==> src/hw/lut_map_pkg.sv <==
//----------------------------------------
// layout of the timing table: address and
// data widths, the read phases and where
// each timing value sits in a row's words
//----------------------------------------

package lut_map_pkg;

  parameter int LUT_ADDR_WIDTH = 10;
  parameter int LUT_DATA_WIDTH = 32;

  // row code is interface, interlace bit, then rate bits 19..17
  parameter int ROW_WIDTH = 8;

  // the low two phase bits pick the word within a row
  typedef enum logic [2:0] {
    PH_ADDR0, PH_ADDR1,
    PH_WORD0, PH_WORD1, PH_WORD2, PH_WORD3,
    PH_TAIL, PH_IDLE
  } lut_phase_e;

  //----------------------------------------
  // packed word layout, lsb of each slice
  //----------------------------------------
  // h_limit and h_sav keep only 13 bits in the table
  parameter int H_PACK_W         = 13;
  parameter int W0_H_LIMIT_LSB   = 0;
  parameter int W0_H_SAV_LSB     = 13;
  parameter int W0_V_LIMIT_LSB   = 26;
  parameter int V_LIMIT_LO_W     = 6;
  parameter int W1_V_LIMIT_LSB   = 0;
  parameter int W1_V1_START_LSB  = 5;
  parameter int W1_V1_END_LSB    = 16;
  parameter int W1_V2_START_LSB  = 27;
  parameter int V2_START_LO_W    = 5;
  parameter int W2_V2_START_LSB  = 0;
  parameter int W2_V2_END_LSB    = 6;
  parameter int W2_F1_START_LSB  = 17;
  parameter int W2_F2_START_LSB  = 28;
  parameter int F2_START_LO_W    = 4;
  parameter int W3_F2_START_LSB  = 0;

endpackage

==> src/hw/video_timing_pkg.sv <==
//----------------------------------------
// video timing value widths, the SMPTE 352
// interface codes and the 1080i values the
// timing outputs hold out of reset
//----------------------------------------

package video_timing_pkg;

  // width of the video standard word
  parameter int STD_WIDTH = 32;

  // horizontal values count samples, vertical and field values count lines
  parameter int H_WIDTH = 15;
  parameter int V_WIDTH = 11;

  // interface field, bits 27..24 of the standard word
  typedef enum logic [3:0] {
    IFACE_SD          = 4'd1,
    IFACE_720         = 4'd4,
    IFACE_1080_1G5    = 4'd5,
    IFACE_1080_1G5_DL = 4'd6,
    IFACE_1080_3G     = 4'd9,
    IFACE_DL_3G       = 4'd10,
    IFACE_1080_3G_DS  = 4'd11,
    IFACE_IPT         = 4'd12
  } video_iface_e;

  //----------------------------------------
  // 1080i reset values
  //----------------------------------------
  // two samples per pixel, 2200 pixels per line
  parameter logic [H_WIDTH-1:0] DEF_H_LIMIT  = 15'd4399;
  parameter logic [H_WIDTH-1:0] DEF_H_SAV    = 15'd552;
  parameter logic [V_WIDTH-1:0] DEF_V_LIMIT  = 11'd1125;
  parameter logic [V_WIDTH-1:0] DEF_V1_START = 11'd21;
  parameter logic [V_WIDTH-1:0] DEF_V1_END   = 11'd561;
  parameter logic [V_WIDTH-1:0] DEF_V2_START = 11'd584;
  parameter logic [V_WIDTH-1:0] DEF_V2_END   = 11'd1124;
  parameter logic [V_WIDTH-1:0] DEF_F1_START = 11'd1;
  parameter logic [V_WIDTH-1:0] DEF_F2_START = 11'd564;

endpackage
==> src/hw/timing_param_unpack.sv <==
//----------------------------------------
// registers the lookup data and loads the
// timing values from it word by word as the
// read phases go by
//----------------------------------------

`timescale 1ns/10ps

module timing_param_unpack (
  input  logic                                      trn_clk,
  input  logic                                      trn_reset,
  input  lut_map_pkg::lut_phase_e                   phase,
  input  logic [lut_map_pkg::LUT_DATA_WIDTH-1:0]    read_data,
  output logic [video_timing_pkg::H_WIDTH-1:0]      h_limit,
  output logic [video_timing_pkg::H_WIDTH-1:0]      h_sav,
  output logic [video_timing_pkg::V_WIDTH-1:0]      v_limit,
  output logic [video_timing_pkg::V_WIDTH-1:0]      v1_start,
  output logic [video_timing_pkg::V_WIDTH-1:0]      v1_end,
  output logic [video_timing_pkg::V_WIDTH-1:0]      v2_start,
  output logic [video_timing_pkg::V_WIDTH-1:0]      v2_end,
  output logic [video_timing_pkg::V_WIDTH-1:0]      f1_start,
  output logic [video_timing_pkg::V_WIDTH-1:0]      f2_start
);

  localparam int H_PAD         = video_timing_pkg::H_WIDTH - lut_map_pkg::H_PACK_W;
  localparam int V_LIMIT_HI_W  = video_timing_pkg::V_WIDTH - lut_map_pkg::V_LIMIT_LO_W;
  localparam int V2_START_HI_W = video_timing_pkg::V_WIDTH - lut_map_pkg::V2_START_LO_W;
  localparam int F2_START_HI_W = video_timing_pkg::V_WIDTH - lut_map_pkg::F2_START_LO_W;

  logic [lut_map_pkg::LUT_DATA_WIDTH-1:0] read_q;

  // this stage lines word k up with phase PH_WORDk
  always_ff @(posedge trn_clk) begin
    read_q <= read_data;
  end

  //----------------------------------------
  // field loading
  //----------------------------------------
  always_ff @(posedge trn_clk) begin
    if (trn_reset) begin
      h_limit  <= video_timing_pkg::DEF_H_LIMIT;
      h_sav    <= video_timing_pkg::DEF_H_SAV;
      v_limit  <= video_timing_pkg::DEF_V_LIMIT;
      v1_start <= video_timing_pkg::DEF_V1_START;
      v1_end   <= video_timing_pkg::DEF_V1_END;
      v2_start <= video_timing_pkg::DEF_V2_START;
      v2_end   <= video_timing_pkg::DEF_V2_END;
      f1_start <= video_timing_pkg::DEF_F1_START;
      f2_start <= video_timing_pkg::DEF_F2_START;
    end else begin
      case (phase)
        lut_map_pkg::PH_WORD0: begin
          h_limit <= {{H_PAD{1'b0}}, read_q[lut_map_pkg::W0_H_LIMIT_LSB +: lut_map_pkg::H_PACK_W]};
          h_sav   <= {{H_PAD{1'b0}}, read_q[lut_map_pkg::W0_H_SAV_LSB +: lut_map_pkg::H_PACK_W]};
          v_limit[lut_map_pkg::V_LIMIT_LO_W-1:0] <=
            read_q[lut_map_pkg::W0_V_LIMIT_LSB +: lut_map_pkg::V_LIMIT_LO_W];
        end
        lut_map_pkg::PH_WORD1: begin
          v_limit[video_timing_pkg::V_WIDTH-1:lut_map_pkg::V_LIMIT_LO_W] <=
            read_q[lut_map_pkg::W1_V_LIMIT_LSB +: V_LIMIT_HI_W];
          v1_start <= read_q[lut_map_pkg::W1_V1_START_LSB +: video_timing_pkg::V_WIDTH];
          v1_end   <= read_q[lut_map_pkg::W1_V1_END_LSB +: video_timing_pkg::V_WIDTH];
          v2_start[lut_map_pkg::V2_START_LO_W-1:0] <=
            read_q[lut_map_pkg::W1_V2_START_LSB +: lut_map_pkg::V2_START_LO_W];
        end
        lut_map_pkg::PH_WORD2: begin
          v2_start[video_timing_pkg::V_WIDTH-1:lut_map_pkg::V2_START_LO_W] <=
            read_q[lut_map_pkg::W2_V2_START_LSB +: V2_START_HI_W];
          v2_end   <= read_q[lut_map_pkg::W2_V2_END_LSB +: video_timing_pkg::V_WIDTH];
          f1_start <= read_q[lut_map_pkg::W2_F1_START_LSB +: video_timing_pkg::V_WIDTH];
          f2_start[lut_map_pkg::F2_START_LO_W-1:0] <=
            read_q[lut_map_pkg::W2_F2_START_LSB +: lut_map_pkg::F2_START_LO_W];
        end
        // the rest of word 3 is reserved
        lut_map_pkg::PH_WORD3: begin
          f2_start[video_timing_pkg::V_WIDTH-1:lut_map_pkg::F2_START_LO_W] <=
            read_q[lut_map_pkg::W3_F2_START_LSB +: F2_START_HI_W];
        end
        default: begin
        end
      endcase
    end
  end

endmodule

==> config.mk <==
export PLATFORM = sky130hd
export DESIGN_NAME = timing_param_unpack
export DESIGN_NICKNAME = d
export VERILOG_FILES = /design/src/hw/lut_map_pkg.sv /design/src/hw/video_timing_pkg.sv /design/src/hw/timing_param_unpack.sv
export SDC_FILE = /design/constraint.sdc
export NUM_CORES = 1
export LEC_CHECK = 0
export ABC_AREA = 1
export CELL_PAD_IN_SITES_DETAIL_PLACEMENT = 1
export CELL_PAD_IN_SITES_GLOBAL_PLACEMENT = 1
export CORE_MARGIN = 2
export CORE_UTILIZATION = 30
export CTS_CLUSTER_DIAMETER = 50
export DETAILED_ROUTE_END_ITERATION = 6
export DONT_BUFFER_PORTS = 1
export PLACE_DENSITY = 0.65
export SLEW_MARGIN = 40
export SYNTH_ARGS = -nofsm -noshare
export SYNTH_HDL_FRONTEND = slang
export SYNTH_SLANG_ARGS = --single-unit
==> constraint.sdc <==
create_clock -name trn_clk -period 2.5 [get_ports trn_clk]
set_input_delay 0.5 -clock trn_clk [delete_from_list [all_inputs] [get_ports trn_clk]]
set_output_delay 0.5 -clock trn_clk [all_outputs]
set_load 0.02 [all_outputs]
==> flow_summary_export.csv <==
group,metric,value,unit
worst_setup_path,worstPathArrival,900,ps
timing,setup_viol_count_final,0,
routing,drt_wl_total,14400,um
routing,wl_met1,5970,um
finish,final_cell_mix,"159 x nand2_1, 135 x dfxtp_1, 114 x nor2_1, 46 x inv_1, 43 x nand3_1",
clocking,post_cts_resized,0,
die,num_rows,46,
clocking,htree_levels,4,
finish,final_common_cell,"nand2_1",
yosys,ys_ff_latch,135,
yosys,yosysSeqAreaShare,55.7,%
power_and_ir_drop,peakVddDrop,0.476,mV
clocking,postCtsSetupBuffers,0,
finish,final_util,34.7,%
timing,slew_headroom,57.7,%
worst_setup_path,setup.reg_to_reg.worst_slack,1600,ps
routing,drcViolationCount,0,
placement,place_hpwl,9550,um
run,maxCapViolCount,0,
die,ios,144,
routing,firstDrtPassIters,4,
routing,wl_per_cell,17.6,um
min_path,hold_depth,0,
yosys,syn_avg_cell_area,7.91,um^2
power_and_ir_drop,leakage,2.56,nW
worst_setup_path,crit_type,"flip-flop to output port",
min_path,hold_start,"read_data[8]",
yosys,synthMuxAreaShare,0,%
yosys,synth-xor-area-share,0,%
worst_setup_path,required,2000,ps
routing,vias,3779,
routing,viasPerCell,4.60,
timing,period_share,56.0,%
yosys,synth_compound_area_share,2.48,%
worst_setup_path,cp-start-kind,"flip-flop",
min_path,hp-class,"primary input to flip-flop",
yosys,synth_top_family_by_area,"simple AND/OR/NAND/NOR gates",
timing,hold_violations,0,
grt,grt_overflow,0,
die,die-area,17200,um^2
finish,fill_cells,1900,
grt,grt_pass1_vias,3923,
timing,rsz0062_at_grt,"false",
power_and_ir_drop,internal-power,3.94,mW
timing,maxSlewViolCount,0,
power_and_ir_drop,p_seq_share,47.2,%
timing,timing.final.crit_period,1400,ps
grt,grt_pass1_wl,22700,um
clocking,cts_sinks,135,
routing,wl_met2,7130,um
clocking,clock_latency,410,ps
routing,drt_iter0_markers,219,
worst_setup_path,r2r_start,"read_q[6]",
power_and_ir_drop,power_density,958,nW/um^2
placement,gp_congestion,0.756,
yosys,synth-simple-area-share,32.3,%
clocking,cts.root.buffer_cell,"clkbuf_16",
timing,setup_tns,0,ps
finish,final_layout_size_suffix_gt1_share,6.61,%
clocking,clk_pin_slew,60,ps
yosys,ys_types,18,
worst_setup_path,r2r_cells,3,
clocking,cts_tree,"yes",
run_status,status,"completed",
finish,diodes,0,
clocking,cts_buffer_depth,2,
die,start_util,30.6,%
routing,ant_nets,0,
power_and_ir_drop,switching_share,25.2,%
die,die_h,131,um
grt,grt_max_degree,104,
finish,syn_to_final_growth,13.3,%
timing,timing.fmax,714,MHz
worst_setup_path,r2r_end,"v2_end[0]",
power_and_ir_drop,p_sw,1.33,mW
worst_setup_path,critical_path_peak_fanout,2,
timing,skew,6.38,ps
clocking,hold_buffers,0,
routing,met3_length,1130,um
grt,antenna_found_initial,1,
power_and_ir_drop,pwr-share-comb,4.9,%
yosys,syn_area,4850,um^2
clocking,cts_made_buffers,17,
grt,track_usage,17.2,%
worst_setup_path,critPathCaptureType,"output port",
min_path,hold_end,"read_q[8]",
die,die_w,131,um
timing,worstMarginPinSlew,634,ps
power_and_ir_drop,clockPowerShare,48.0,%
yosys,synth_fa_ha_area_share,0,%
routing,highest_layer,"met4",
yosys,ys_warn_count,0,
yosys,synthCells,613,
finish,finalNetCount,631,
placement,portBuffers,0,
die,core_area,15800,um^2
sequential cells by signal, indices dropped and copies added, names as in the netlist:
signal    flops
v1_end       11
v_limit      11
h_sav        13
f1_start     11
v2_end       11
v2_start     11
h_limit      13
v1_start     11
read_q       32
f2_start     11
worst max-delay path by stage:
| stage | start | to | slack [ps] | depth (start not counted) |
|---|---|---|---|---|
| 2_1_floorplan | phase[0] | f1_start[0] | 1220 | 6 |
| 3_3_place_gp | phase[1] | v2_start[9] | 830 | 5 |
| 3_5_place_dp | phase[1] | v2_start[9] | 730 | 5 |
| 4_1_cts | v_limit[1] | v_limit[1] | 1070 | 0 |
| 5_1_grt | phase[1] | f2_start[2] | 1020 | 5 |
| 6_report | h_limit[4] | h_limit[4] | 1100 | 0 |
power by group through the flow:
stage / Combinational (mW) / Sequential (mW) / Clock (mW)
floorplan: 0.249 / 2.48 / 0
global placement: 0.243 / 2.53 / 0
detailed placement: 0.260 / 2.54 / 0
CTS: 0.262 / 2.49 / 2.60
global route: 0.301 / 2.50 / 2.70
finish: 0.257 / 2.48 / 2.53
area by class of cell:
type,count,area (um^2),share of cell area (%)
sequential,135,2700,49.2
inverter,50,194,3.53
clock buffer,18,439,7.99
clock inverter,12,154,2.80
tap,216,270,4.92
multi-input combinational,387,1700,31.0
timing repair buffer,3,35.0,0.637
metal layers:
metal	vias to the layer above	track usage, %
met5	-	0
met4	0	6.52
met3	15	6.79
met2	96	29.4
met1	1809	19.3
li1	1859	-
Yosys cell counts (all sizes together):
cell type	instances	area [um^2]
nor2	115	439
nand4	16	100
conb	1	3.75
buf	34	226
nand3b	24	180
clkbuf	10	37.5
nand2	159	597
dfxtp	135	2700
a21oi	24	120
inv	50	193
nand3	45	250
cells by family (layout without fill, tap and decap cells):
group                  Yosys count  after routing
AOI/OAI and AO/OA               24             24
buffers and inverters           94             83
DFF                            135            135
other                            1              4
and+or+nand+nor                359            359
metrics by stage:
stage / instance area, um^2 / cells / hold WS (ps) / power, mW / setup WS [ps]
2_1_floorplan: 4860 / 616 / 443 / 2.73 / 1220
3_3_place_gp: 4900 / 791 / 472 / 2.78 / 826
3_5_place_dp: 4900 / 791 / 484 / 2.80 / 734
4_1_cts: 5500 / 821 / 85.2 / 5.35 / 1070
5_1_grt: 5500 / 821 / 79.9 / 5.50 / 1020
6_report: 5500 / 821 / 105 / 5.27 / 1100
(Power assumes the default switching activity.)
