**config.mk**
```make
export PLATFORM = sky130hd
export DESIGN_NAME = lut_read_sequencer
export DESIGN_NICKNAME = d
export VERILOG_FILES = /design/src/hw/lut_map_pkg.sv /design/src/hw/video_timing_pkg.sv /design/src/hw/lut_read_sequencer.sv
export SDC_FILE = /design/constraint.sdc
export NUM_CORES = 1
export LEC_CHECK = 0
export BUFFER_PORTS_ARGS = -buffer_cell sky130_fd_sc_hd__buf_2
export CAP_MARGIN = 20
export CORE_ASPECT_RATIO = 1.1
export CORE_MARGIN = 1.5
export CORE_UTILIZATION = 42
export CTS_CLUSTER_DIAMETER = 30
export CTS_CLUSTER_SIZE = 30
export DETAILED_ROUTE_END_ITERATION = 12
export PLACE_DENSITY = 0.81
export SLEW_MARGIN = 20
export SYNTH_ARGS = -nofsm -noshare
export SYNTH_HDL_FRONTEND = slang
export SYNTH_SLANG_ARGS = --single-unit
```
**constraint.sdc**
```tcl
create_clock -name trn_clk -period 2.7 [get_ports trn_clk]
set_input_delay 0.405 -clock trn_clk [delete_from_list [all_inputs] [get_ports trn_clk]]
set_output_delay 0.405 -clock trn_clk [all_outputs]
set_load 0.1 [all_outputs]
```
**src/hw/lut_map_pkg.sv**
```systemverilog
//----------------------------------------
// layout of the timing table: address and
// data widths, the read phases and where
// each timing value sits in a row's words
//----------------------------------------

package lut_map_pkg;

  parameter int LUT_ADDR_WIDTH = 10;
  parameter int LUT_DATA_WIDTH = 32;

  // row code is interface, interlace bit, then rate bits 19..17
  parameter int ROW_WIDTH = 8;

  // the low two phase bits pick the word within a row
  typedef enum logic [2:0] {
    PH_ADDR0, PH_ADDR1,
    PH_WORD0, PH_WORD1, PH_WORD2, PH_WORD3,
    PH_TAIL, PH_IDLE
  } lut_phase_e;

  //----------------------------------------
  // packed word layout, lsb of each slice
  //----------------------------------------
  // h_limit and h_sav keep only 13 bits in the table
  parameter int H_PACK_W         = 13;
  parameter int W0_H_LIMIT_LSB   = 0;
  parameter int W0_H_SAV_LSB     = 13;
  parameter int W0_V_LIMIT_LSB   = 26;
  parameter int V_LIMIT_LO_W     = 6;
  parameter int W1_V_LIMIT_LSB   = 0;
  parameter int W1_V1_START_LSB  = 5;
  parameter int W1_V1_END_LSB    = 16;
  parameter int W1_V2_START_LSB  = 27;
  parameter int V2_START_LO_W    = 5;
  parameter int W2_V2_START_LSB  = 0;
  parameter int W2_V2_END_LSB    = 6;
  parameter int W2_F1_START_LSB  = 17;
  parameter int W2_F2_START_LSB  = 28;
  parameter int F2_START_LO_W    = 4;
  parameter int W3_F2_START_LSB  = 0;

endpackage

```
**src/hw/video_timing_pkg.sv**
```systemverilog
//----------------------------------------
// video timing value widths, the SMPTE 352
// interface codes and the 1080i values the
// timing outputs hold out of reset
//----------------------------------------

package video_timing_pkg;

  // width of the video standard word
  parameter int STD_WIDTH = 32;

  // horizontal values count samples, vertical and field values count lines
  parameter int H_WIDTH = 15;
  parameter int V_WIDTH = 11;

  // interface field, bits 27..24 of the standard word
  typedef enum logic [3:0] {
    IFACE_SD          = 4'd1,
    IFACE_720         = 4'd4,
    IFACE_1080_1G5    = 4'd5,
    IFACE_1080_1G5_DL = 4'd6,
    IFACE_1080_3G     = 4'd9,
    IFACE_DL_3G       = 4'd10,
    IFACE_1080_3G_DS  = 4'd11,
    IFACE_IPT         = 4'd12
  } video_iface_e;

  //----------------------------------------
  // 1080i reset values
  //----------------------------------------
  // two samples per pixel, 2200 pixels per line
  parameter logic [H_WIDTH-1:0] DEF_H_LIMIT  = 15'd4399;
  parameter logic [H_WIDTH-1:0] DEF_H_SAV    = 15'd552;
  parameter logic [V_WIDTH-1:0] DEF_V_LIMIT  = 11'd1125;
  parameter logic [V_WIDTH-1:0] DEF_V1_START = 11'd21;
  parameter logic [V_WIDTH-1:0] DEF_V1_END   = 11'd561;
  parameter logic [V_WIDTH-1:0] DEF_V2_START = 11'd584;
  parameter logic [V_WIDTH-1:0] DEF_V2_END   = 11'd1124;
  parameter logic [V_WIDTH-1:0] DEF_F1_START = 11'd1;
  parameter logic [V_WIDTH-1:0] DEF_F2_START = 11'd564;

endpackage
```
**src/hw/lut_read_sequencer.sv**
```systemverilog
//----------------------------------------
// turns the video standard into a table row
// and walks the read phases of that row
// whenever the row changes or the CPU writes
//----------------------------------------

`timescale 1ns/10ps

module lut_read_sequencer (
  input  logic                                  trn_clk,
  input  logic                                  trn_reset,
  input  logic [video_timing_pkg::STD_WIDTH-1:0] timing_std,
  input  logic                                  timing_lut_we,
  output logic [lut_map_pkg::LUT_ADDR_WIDTH-1:0] read_addr,
  output lut_map_pkg::lut_phase_e               phase
);

  video_timing_pkg::video_iface_e     iface;
  logic                               interlace;
  logic [lut_map_pkg::ROW_WIDTH-1:0] row_code;
  logic [lut_map_pkg::ROW_WIDTH-1:0] row_code_d1;
  logic                               we_d1;
  logic                               reload;

  assign iface = video_timing_pkg::video_iface_e'(timing_std[27:24]);

  // 1080 style interfaces carry the interlace flag in bit 23, the rest in bit 22
  always_comb begin
    case (iface)
      video_timing_pkg::IFACE_1080_1G5,
      video_timing_pkg::IFACE_1080_1G5_DL,
      video_timing_pkg::IFACE_1080_3G,
      video_timing_pkg::IFACE_DL_3G,
      video_timing_pkg::IFACE_1080_3G_DS,
      video_timing_pkg::IFACE_IPT: interlace = timing_std[23];
      default:                     interlace = timing_std[22];
    endcase
  end

  //----------------------------------------
  // row code and reload detection
  //----------------------------------------
  // bit 16 only picks between 1/1.001 rates, which share timing
  always_ff @(posedge trn_clk) begin
    row_code    <= {iface, interlace, timing_std[19:17]};
    row_code_d1 <= row_code;
  end

  always_ff @(posedge trn_clk) begin
    if (trn_reset) begin
      we_d1  <= 1'b0;
      reload <= 1'b0;
    end else begin
      we_d1  <= timing_lut_we;
      reload <= (row_code != row_code_d1) || we_d1;
    end
  end

  // restart the row read on reload, then step until the idle phase
  always_ff @(posedge trn_clk) begin
    if (trn_reset || reload) begin
      phase <= lut_map_pkg::PH_ADDR0;
    end else if (phase != lut_map_pkg::PH_IDLE) begin
      phase <= lut_map_pkg::lut_phase_e'(phase + 3'd1);
    end
  end

  assign read_addr = {row_code, phase[1:0]};

endmodule

```
==> results_dict.tcl, run 1 <==
set metrics [dict create \
    synthCells 56 \
    post_drt_wl_per_cell_um 10.5 \
    tns_ns 0 \
    numClockSinks 21 \
    path_depth 1 \
    final_nets 120 \
    cts_setup_buffers 0 \
    areaGrowthSynthToFinish_pct 21.9 \
    regToRegSetupSlack_ns 1.56 \
    crit_arrival_ns 1.13 \
    cp-endpoint "phase[0]" \
    ys_seq_area_share_pct 60.3 \
    die_h_um 45.7 \
    htreeDepth 1 \
    power_density_nw_per_um2 710 \
    clk_pin_slew_worst_paths_ns 0.10 \
    period_needed_ns 1.53 \
    n_antenna_cell 0 \
    cap_viol_max_count 0 \
    crit_required_ns 2.30 \
    gp_congestion 0.687 \
    slew_headroom_pct 67.7 \
    r2r-start "phase[0]" \
    hold_path_depth 1 \
    cp_max_fo 4 \
    rsz0062_at_grt "false" \
    vias 486 \
    total_leakage_power_nw 0.396 \
    ant_nets 0 \
    synth_nets 93 \
    finalSetupViolations 0 \
    max_stage_delay_ns 0.45 \
    ys_warn_count 0 \
    dp_hpwl_um 823 \
    hold_path.class "in -> reg" \
    synth_top_area_share_pct 60.3 \
    antenna_found_initial 0 \
    finalHoldViolCount 0 \
    worst_r2r_endpoint "phase[1]" \
    cts_tree "done" \
    p_total_mw 0.603 \
    maxSlewViolCount 0 \
    clock_skew_ns 0.00233 \
    avgViaCountPerCell 4.91 \
    worst_pin_slew_ns 0.487 \
    cp-end-kind "output port" \
    crit_chain "buf_2" \
    grt_usage_pct 12.0 \
    path_class "reg -> out" \
    drive_gt1_share_pct 37.8 \
    fillCellCount 153 \
    synth_area_um2 697 \
    root_buffer "clkbuf_4" \
    synth.largest_area_cell "dfxtp_1" \
    crit_family "buffers and inverters" \
    top_level_ports 48 \
    drt_pass1_iterations 3 \
    grt_pass1_vias 443 \
    final_common_cell "buf_2" \
    period_share_pct 56.7 \
    cp_slowest_cell "buf_2" \
    postRouteWirelength_mm 1.04 \
    drt_iter0_drc 7 \
    ys_types 20 \
    grt_max_degree 12 \
    grt-ovfl-total 0 \
    clock_path_buffers 2 \
    port_buffers 24 \
    ir_worst_vdd_uv 347 \
    initial_core_util_pct 44.7 \
    drcViolationCount 0 \
    critPathLaunchType "flip-flop" \
    dieWidth_um 41.8 \
    cts_buffers 3 \
    die-area_um2 1910 \
    status "completed" \
    synth_area_leaders "dfxtp_1, xor2_1, ha_1" \
    synth-seq-cells 21 \
    syn_area_per_cell_um2 12.4 \
    ctsHoldBuffers 0 \
    rows 15 \
    grt_first_pass_wirelength_mm 1.65 \
    crit_start "phase[0]" \
    fmax_mhz 653 \
    r2r_cells 4 \
    clk_latency_ns 0.29 \
    mostFrequentLayoutCells "buf_2, dfxtp_1, xor2_1, nor3_1, clkbuf_4" \
    cp_num_buf_inv 1 \
    coreArea_um2 1560 \
    cts_resized 0 \
]
[state kept, by name, indices dropped and copies added (netlist names)]
signal       flops
row_code_d1      8
phase            3
row_code         8
reload           1
we_d1            1
[worst min-delay path by stage]
stage,start,endpoint,slack (ns)
floorplan,reload,phase[0],0.42
global placement,row_code[2],row_code_d1[2],0.36
detailed placement,row_code[0],row_code_d1[0],0.37
CTS,timing_std[17],row_code[0],0.20
global route,timing_std[18],row_code[1],0.19
finish,timing_std[17],row_code[0],0.21
[routing by layer]
layer | routed length, um | GRT usage, %
met1 | 429 | 11.5
met2 | 554 | 22.5
met3 | 55 | 3.57
met4 | 0 | 7.74
met5 | 0 | 0
[cell families after synthesis]
family / after synthesis / synth area share (%)
adder cells (fa/ha/maj): 2 / 3.59
XOR/XNOR: 9 / 11.3
flip-flops: 21 / 60.3
AND/OR/NAND/NOR: 13 / 12.0
AO/OA/AOI/OAI: 6 / 6.10
buffers and inverters: 2 / 2.15
multiplexers: 3 / 4.49
[per-stage QoR]
step | hold WS (ns) | utilization [%] | std cells | worst slack [ns] | cell area [um^2]
after floorplan | 0.423 | - | 56 | 0.864 | 697
after global placement | 0.364 | 52.9 | 95 | 1.36 | 823
after detailed placement | 0.372 | 52.9 | 95 | 1.35 | 823
after CTS | 0.198 | 54.5 | 99 | 1.15 | 850
after global routing | 0.190 | 54.5 | 99 | 1.09 | 850
final | 0.207 | 54.5 | 99 | 1.17 | 850
[cells in the mapped netlist (all sizes together)]
| cell type | instances |
|---|---|
| a21oi | 1 |
| dfxtp | 21 |
| nor2b | 1 |
| nor4 | 1 |
| a31oi | 1 |
| a211oi | 1 |
| a211o | 1 |
| ha | 2 |
| mux2 | 1 |
| and3b | 1 |
| nor3 | 4 |
| mux2i | 2 |
| o21ai | 1 |
| or4b | 1 |
| nor4b | 2 |
| xor2 | 9 |
| or2 | 1 |
| nor2 | 2 |
| o31a | 1 |
| buf | 2 |
[report_power, final]
part	internal [mW]	leakage, nW	switching (mW)
registers	0.328	0.176	0.0115
clock network	0.0574	0.0150	0.0837
logic	0.0273	0.204	0.0953
total	0.413	0.396	0.191
[layout make-up]
type / count / area, um^2 / area share (%)
flip-flops and latches: 21 / 420 / 49.5
multi-input cells: 33 / 262 / 30.8
repair buffers: 24 / 120 / 14.1
clock buffers: 4 / 26.3 / 3.09
well taps: 17 / 21.3 / 2.50
Note: power is estimated with default switching activity, not from simulation.
==> inputs of run 2 (changes only) <==
Settings changed: CORE_UTILIZATION 42 to 35, PLACE_DENSITY 0.81 to 0.72.
Clock period 2.7 ns to 1.35 ns, I/O delays scaled along.
==> results_dict.tcl, run 2 (synthesized netlist as in run 1, its figures left out) <==
set metrics [dict create \
    drt_iter0_drc 9 \
    max_stage_delay_ns 0.42 \
    root_buffer "clkbuf_4" \
    reg_top3 "row_code: 8 flops, row_code_d1: 8 flops, phase: 3 flops" \
    hold_path.class "in -> reg" \
    multiInputGateArea_um2 262 \
    power_density_nw_per_um2 1330 \
    finalSetupViolations 0 \
    placed_area_um2 855 \
    post_drt_wl_per_cell_um 9.25 \
    clk_latency_ns 0.29 \
    tns_ns 0 \
    period_share_pct 95.0 \
    mostFrequentLayoutCells "buf_2, dfxtp_1, xor2_1, dfxtp_2, nor3_1" \
    htreeDepth 1 \
    fmax_mhz 780 \
    cp_max_fo 4 \
    slew_headroom_pct 67.9 \
    cts_resized 0 \
    seqCellArea_um2 439 \
    dieWidth_um 45.5 \
    grt_max_degree 12 \
    gp_congestion 0.629 \
    port_buffers 24 \
    areaGrowthSynthToFinish_pct 30.7 \
    seqPwrFrac_pct 56.0 \
    cts_buffers 3 \
    n_antenna_cell 0 \
    clock_skew_ns 0.00345 \
    final_cell_area_um2 911 \
    cp_num_buf_inv 1 \
    period_needed_ns 1.28 \
    avgViaCountPerCell 4.50 \
    cts_tree "done" \
    critPathLaunchType "flip-flop" \
    ant_nets 0 \
    drcViolationCount 0 \
    vias 504 \
    maxSlewViolCount 0 \
    ctsHoldBuffers 3 \
    drive_gt1_share_pct 49.4 \
    final_common_cell "buf_2" \
    coreArea_um2 1820 \
    cts_setup_buffers 0 \
    worst_pin_slew_ns 0.485 \
    grt_usage_pct 10.2 \
    antenna_found_initial 0 \
    status "completed" \
    cap_viol_max_count 0 \
    numClockSinks 21 \
    drt_pass1_iterations 3 \
    crit_chain "buf_2" \
    ir_worst_vdd_uv 625 \
    total_leakage_power_nw 0.410 \
    rsz0062_at_grt "false" \
    clock_path_buffers 2 \
    p_int_mw 0.832 \
    p_switching_mw 0.381 \
    initial_core_util_pct 38.3 \
    crit_arrival_ns 1.08 \
    comb_power_share_pct 20.7 \
    crit_required_ns 1.15 \
    switching_share_pct 31.4 \
    cp_slowest_cell "buf_2" \
    top_level_ports 48 \
    cp-end-kind "output port" \
    path_class "reg -> out" \
    finalHoldViolCount 0 \
    rows 16 \
    final_nets 123 \
    grt_pass1_vias 443 \
    die-area_um2 2270 \
    fillCellCount 184 \
    grt-ovfl-total 0 \
    die_h_um 49.8 \
    grt_first_pass_wirelength_mm 1.70 \
    p_clk_share_pct 23.3 \
    postRouteWirelength_mm 1.04 \
    clk_pin_slew_worst_paths_ns 0.11 \
    crit_family "buffers and inverters" \
]
-- run 2: cell count changes in the layout (fill, tap and decap cells not counted) --
cell           before  now
dfxtp_2             0    9
dfxtp_1            21   10
dlygate4sd3_1       0    3
dfxtp_4             0    2
-- run 2: final timing paths --
check,startpoint,endpoint,slack [ns],depth (start not counted)
worst max-delay path,phase[0],phase[0],0.07,1
worst min-delay path,timing_std[24],row_code[4],0.07,1
worst max register to register,phase[0],phase[0],0.21,4
worst min register to register,row_code[0],row_code_d1[0],0.38,0
-- run 2: worst register-to-register path, stage by stage, from the launching register on --
cell and delay [ns]:
dfxtp_4 0.36, ha_1 0.19, ha_1 0.23, xor2_1 0.16, nor3_1 0.12
-- run 2: power groups by stage --
stage | sequential [mW] | clock, mW | combinational [mW]
global placement | 0.693 | 0 | 0.245
global route | 0.685 | 0.320 | 0.264
floorplan | 0.823 | 0 | 0.0680
CTS | 0.681 | 0.297 | 0.253
detailed placement | 0.695 | 0 | 0.246
finish | 0.679 | 0.283 | 0.251
-- run 2: cell type report --
type	instances	share of cell area [%]
sequential	21	48.2
multi-input combinational	33	28.7
tap	27	3.71
timing repair buffer	27	16.5
clock buffer	4	2.88
-- run 2: routing by layer --
layer  vias to the layer above  part of all wire (%)  GRT usage [%]
met3                         0                   4.8           2.20
li1                        254                     -              -
met5                         -                     0              0
met1                       234                    42           11.2
met2                        16                    53           17.1
met4                         0                     0           5.88
-- run 2: metrics by stage --
stage	power (mW)	hold slack [ns]	std cells	worst slack [ns]	utilization (%)
5_1_grt	1.27	0.0643	112	0.0199	50.0
4_1_cts	1.23	0.0628	112	0.0441	50.0
2_1_floorplan	0.891	0.230	56	0.0267	-
3_3_place_gp	0.938	0.305	105	0.208	46.9
6_report	1.21	0.0738	112	0.0677	50.0
3_5_place_dp	0.942	0.309	105	0.208	46.9
==> inputs of run 3 (changes only) <==
Settings changed: CORE_UTILIZATION 35 to 37, CTS_BUF_LIST set to sky130_fd_sc_hd__clkbuf_8, PLACE_DENSITY 0.72 to 0.76.
==> results_dict.tcl, run 3 (synthesized netlist as in run 1, its figures left out) <==
set metrics [dict create \
    critPathLaunchType "flip-flop" \
    hold_path.class "in -> reg" \
    ctsHoldBuffers 0 \
    period_needed_ns 1.22 \
    port_buffers 24 \
    root_buffer "clkbuf_8" \
    comb_power_share_pct 19.0 \
    drive_gt1_share_pct 51.2 \
    avgViaCountPerCell 4.84 \
    rsz0062_at_grt "false" \
    drcViolationCount 2 \
    crit_required_ns 1.15 \
    fillCellCount 181 \
    cts_buffers 3 \
    p_int_mw 0.913 \
    cap_viol_max_count 0 \
    p_clk_share_pct 28.4 \
    initial_core_util_pct 39.1 \
    finalHoldViolCount 0 \
    die_h_um 48.5 \
    drt_iter0_drc 4 \
    clk_latency_ns 0.24 \
    cp_max_fo 4 \
    cp-end-kind "output port" \
    status "finished, violations left" \
    die-area_um2 2150 \
    maxSlewViolCount 0 \
    violations "DRC" \
    grt-ovfl-total 0 \
    worst_pin_slew_ns 0.486 \
    finalSetupViolations 0 \
    areaGrowthSynthToFinish_pct 27.5 \
    mostFrequentLayoutCells "buf_2, dfxtp_1, xor2_1, dfxtp_2, nor3_1" \
    clk_pin_slew_worst_paths_ns 0.07 \
    slew_headroom_pct 67.8 \
    fin_util_pct 49.9 \
    cts_tree "done" \
    post_drt_wl_per_cell_um 10.3 \
    n_antenna_cell 0 \
    crit_family "buffers and inverters" \
    cts_setup_buffers 0 \
    crit_chain "buf_2" \
    seqPwrFrac_pct 52.6 \
    gp_congestion 0.602 \
    grt_pass1_vias 445 \
    reg_top3 "row_code: 8 flops, row_code_d1: 8 flops, phase: 3 flops" \
    rows 16 \
    drt_pass1_iterations 8 \
    postRouteWirelength_mm 1.03 \
    grt_max_degree 12 \
    top_level_ports 48 \
    dp_hpwl_um 846 \
    tns_ns 0 \
    total_leakage_power_nw 0.409 \
    dieWidth_um 44.4 \
    final_nets 120 \
    numClockSinks 21 \
    vias 484 \
    cp_num_buf_inv 1 \
    clock_path_buffers 2 \
    max_stage_delay_ns 0.42 \
    grt_first_pass_wirelength_mm 1.73 \
    switching_share_pct 29.2 \
    cts_resized 0 \
    path_class "reg -> out" \
    crit_arrival_ns 1.02 \
    ant_nets 0 \
    antenna_found_initial 0 \
    final_common_cell "buf_2" \
    cp_slowest_cell "buf_2" \
    period_share_pct 90.7 \
    htreeDepth 1 \
    grt_usage_pct 10.7 \
    ir_worst_vdd_uv 838 \
    power_density_nw_per_um2 1450 \
    p_switching_mw 0.378 \
    coreArea_um2 1780 \
    clock_skew_ns 0.00173 \
    fmax_mhz 817 \
]
==> run 3: through the flow <==
step                cells  instance area (um^2)  setup slack, ns  power (mW)  hold slack, ns
floorplan              56                   716           0.0267       0.891           0.230
global placement       96                   843            0.215       0.936           0.305
detailed placement     96                   843            0.183       0.942           0.306
CTS                   100                   888            0.117        1.31          0.0484
global route          100                   888           0.0892        1.36          0.0373
finish                100                   888            0.126        1.29          0.0547
==> run 3: power groups by stage <==
stage	combinational [mW]	sequential (mW)	clock, mW
3_3_place_gp	0.243	0.692	0
6_report	0.246	0.679	0.366
5_1_grt	0.257	0.684	0.415
3_5_place_dp	0.247	0.695	0
4_1_cts	0.247	0.680	0.382
2_1_floorplan	0.0680	0.823	0
==> run 3: final cells by class <==
type,count,area [um^2],area share [%]
well taps,18,22.5,2.54
clock buffers,3,41.3,4.65
flip-flops and latches,21,439,49.4
repair buffers,24,120,13.5
multi-input cells,33,262,29.4
clock inverters,1,3.75,0.423
==> run 3: worst register-to-register path, cell delays in order, from the launching register on <==
cell and delay [ns]:
dfxtp_4 0.35, ha_1 0.20, ha_1 0.23, mux2i_1 0.13, nor3_1 0.14
==> run 3: path summary, 6_finish.rpt <==
path,startpoint,slack [ns],end,cells after the start
min,timing_std[17],0.05,row_code[0],1
max,phase[0],0.13,read_addr[0],1
min reg2reg,row_code[1],0.37,row_code_d1[1],0
max reg2reg,phase[0],0.21,phase[1],4
==> run 3: metal layers <==
layer | global-route usage [%] | routed length, um
met1 | 11.0 | 428
met4 | 4.55 | 10
met5 | 0 | 0
met2 | 19.1 | 530
met3 | 3.36 | 60
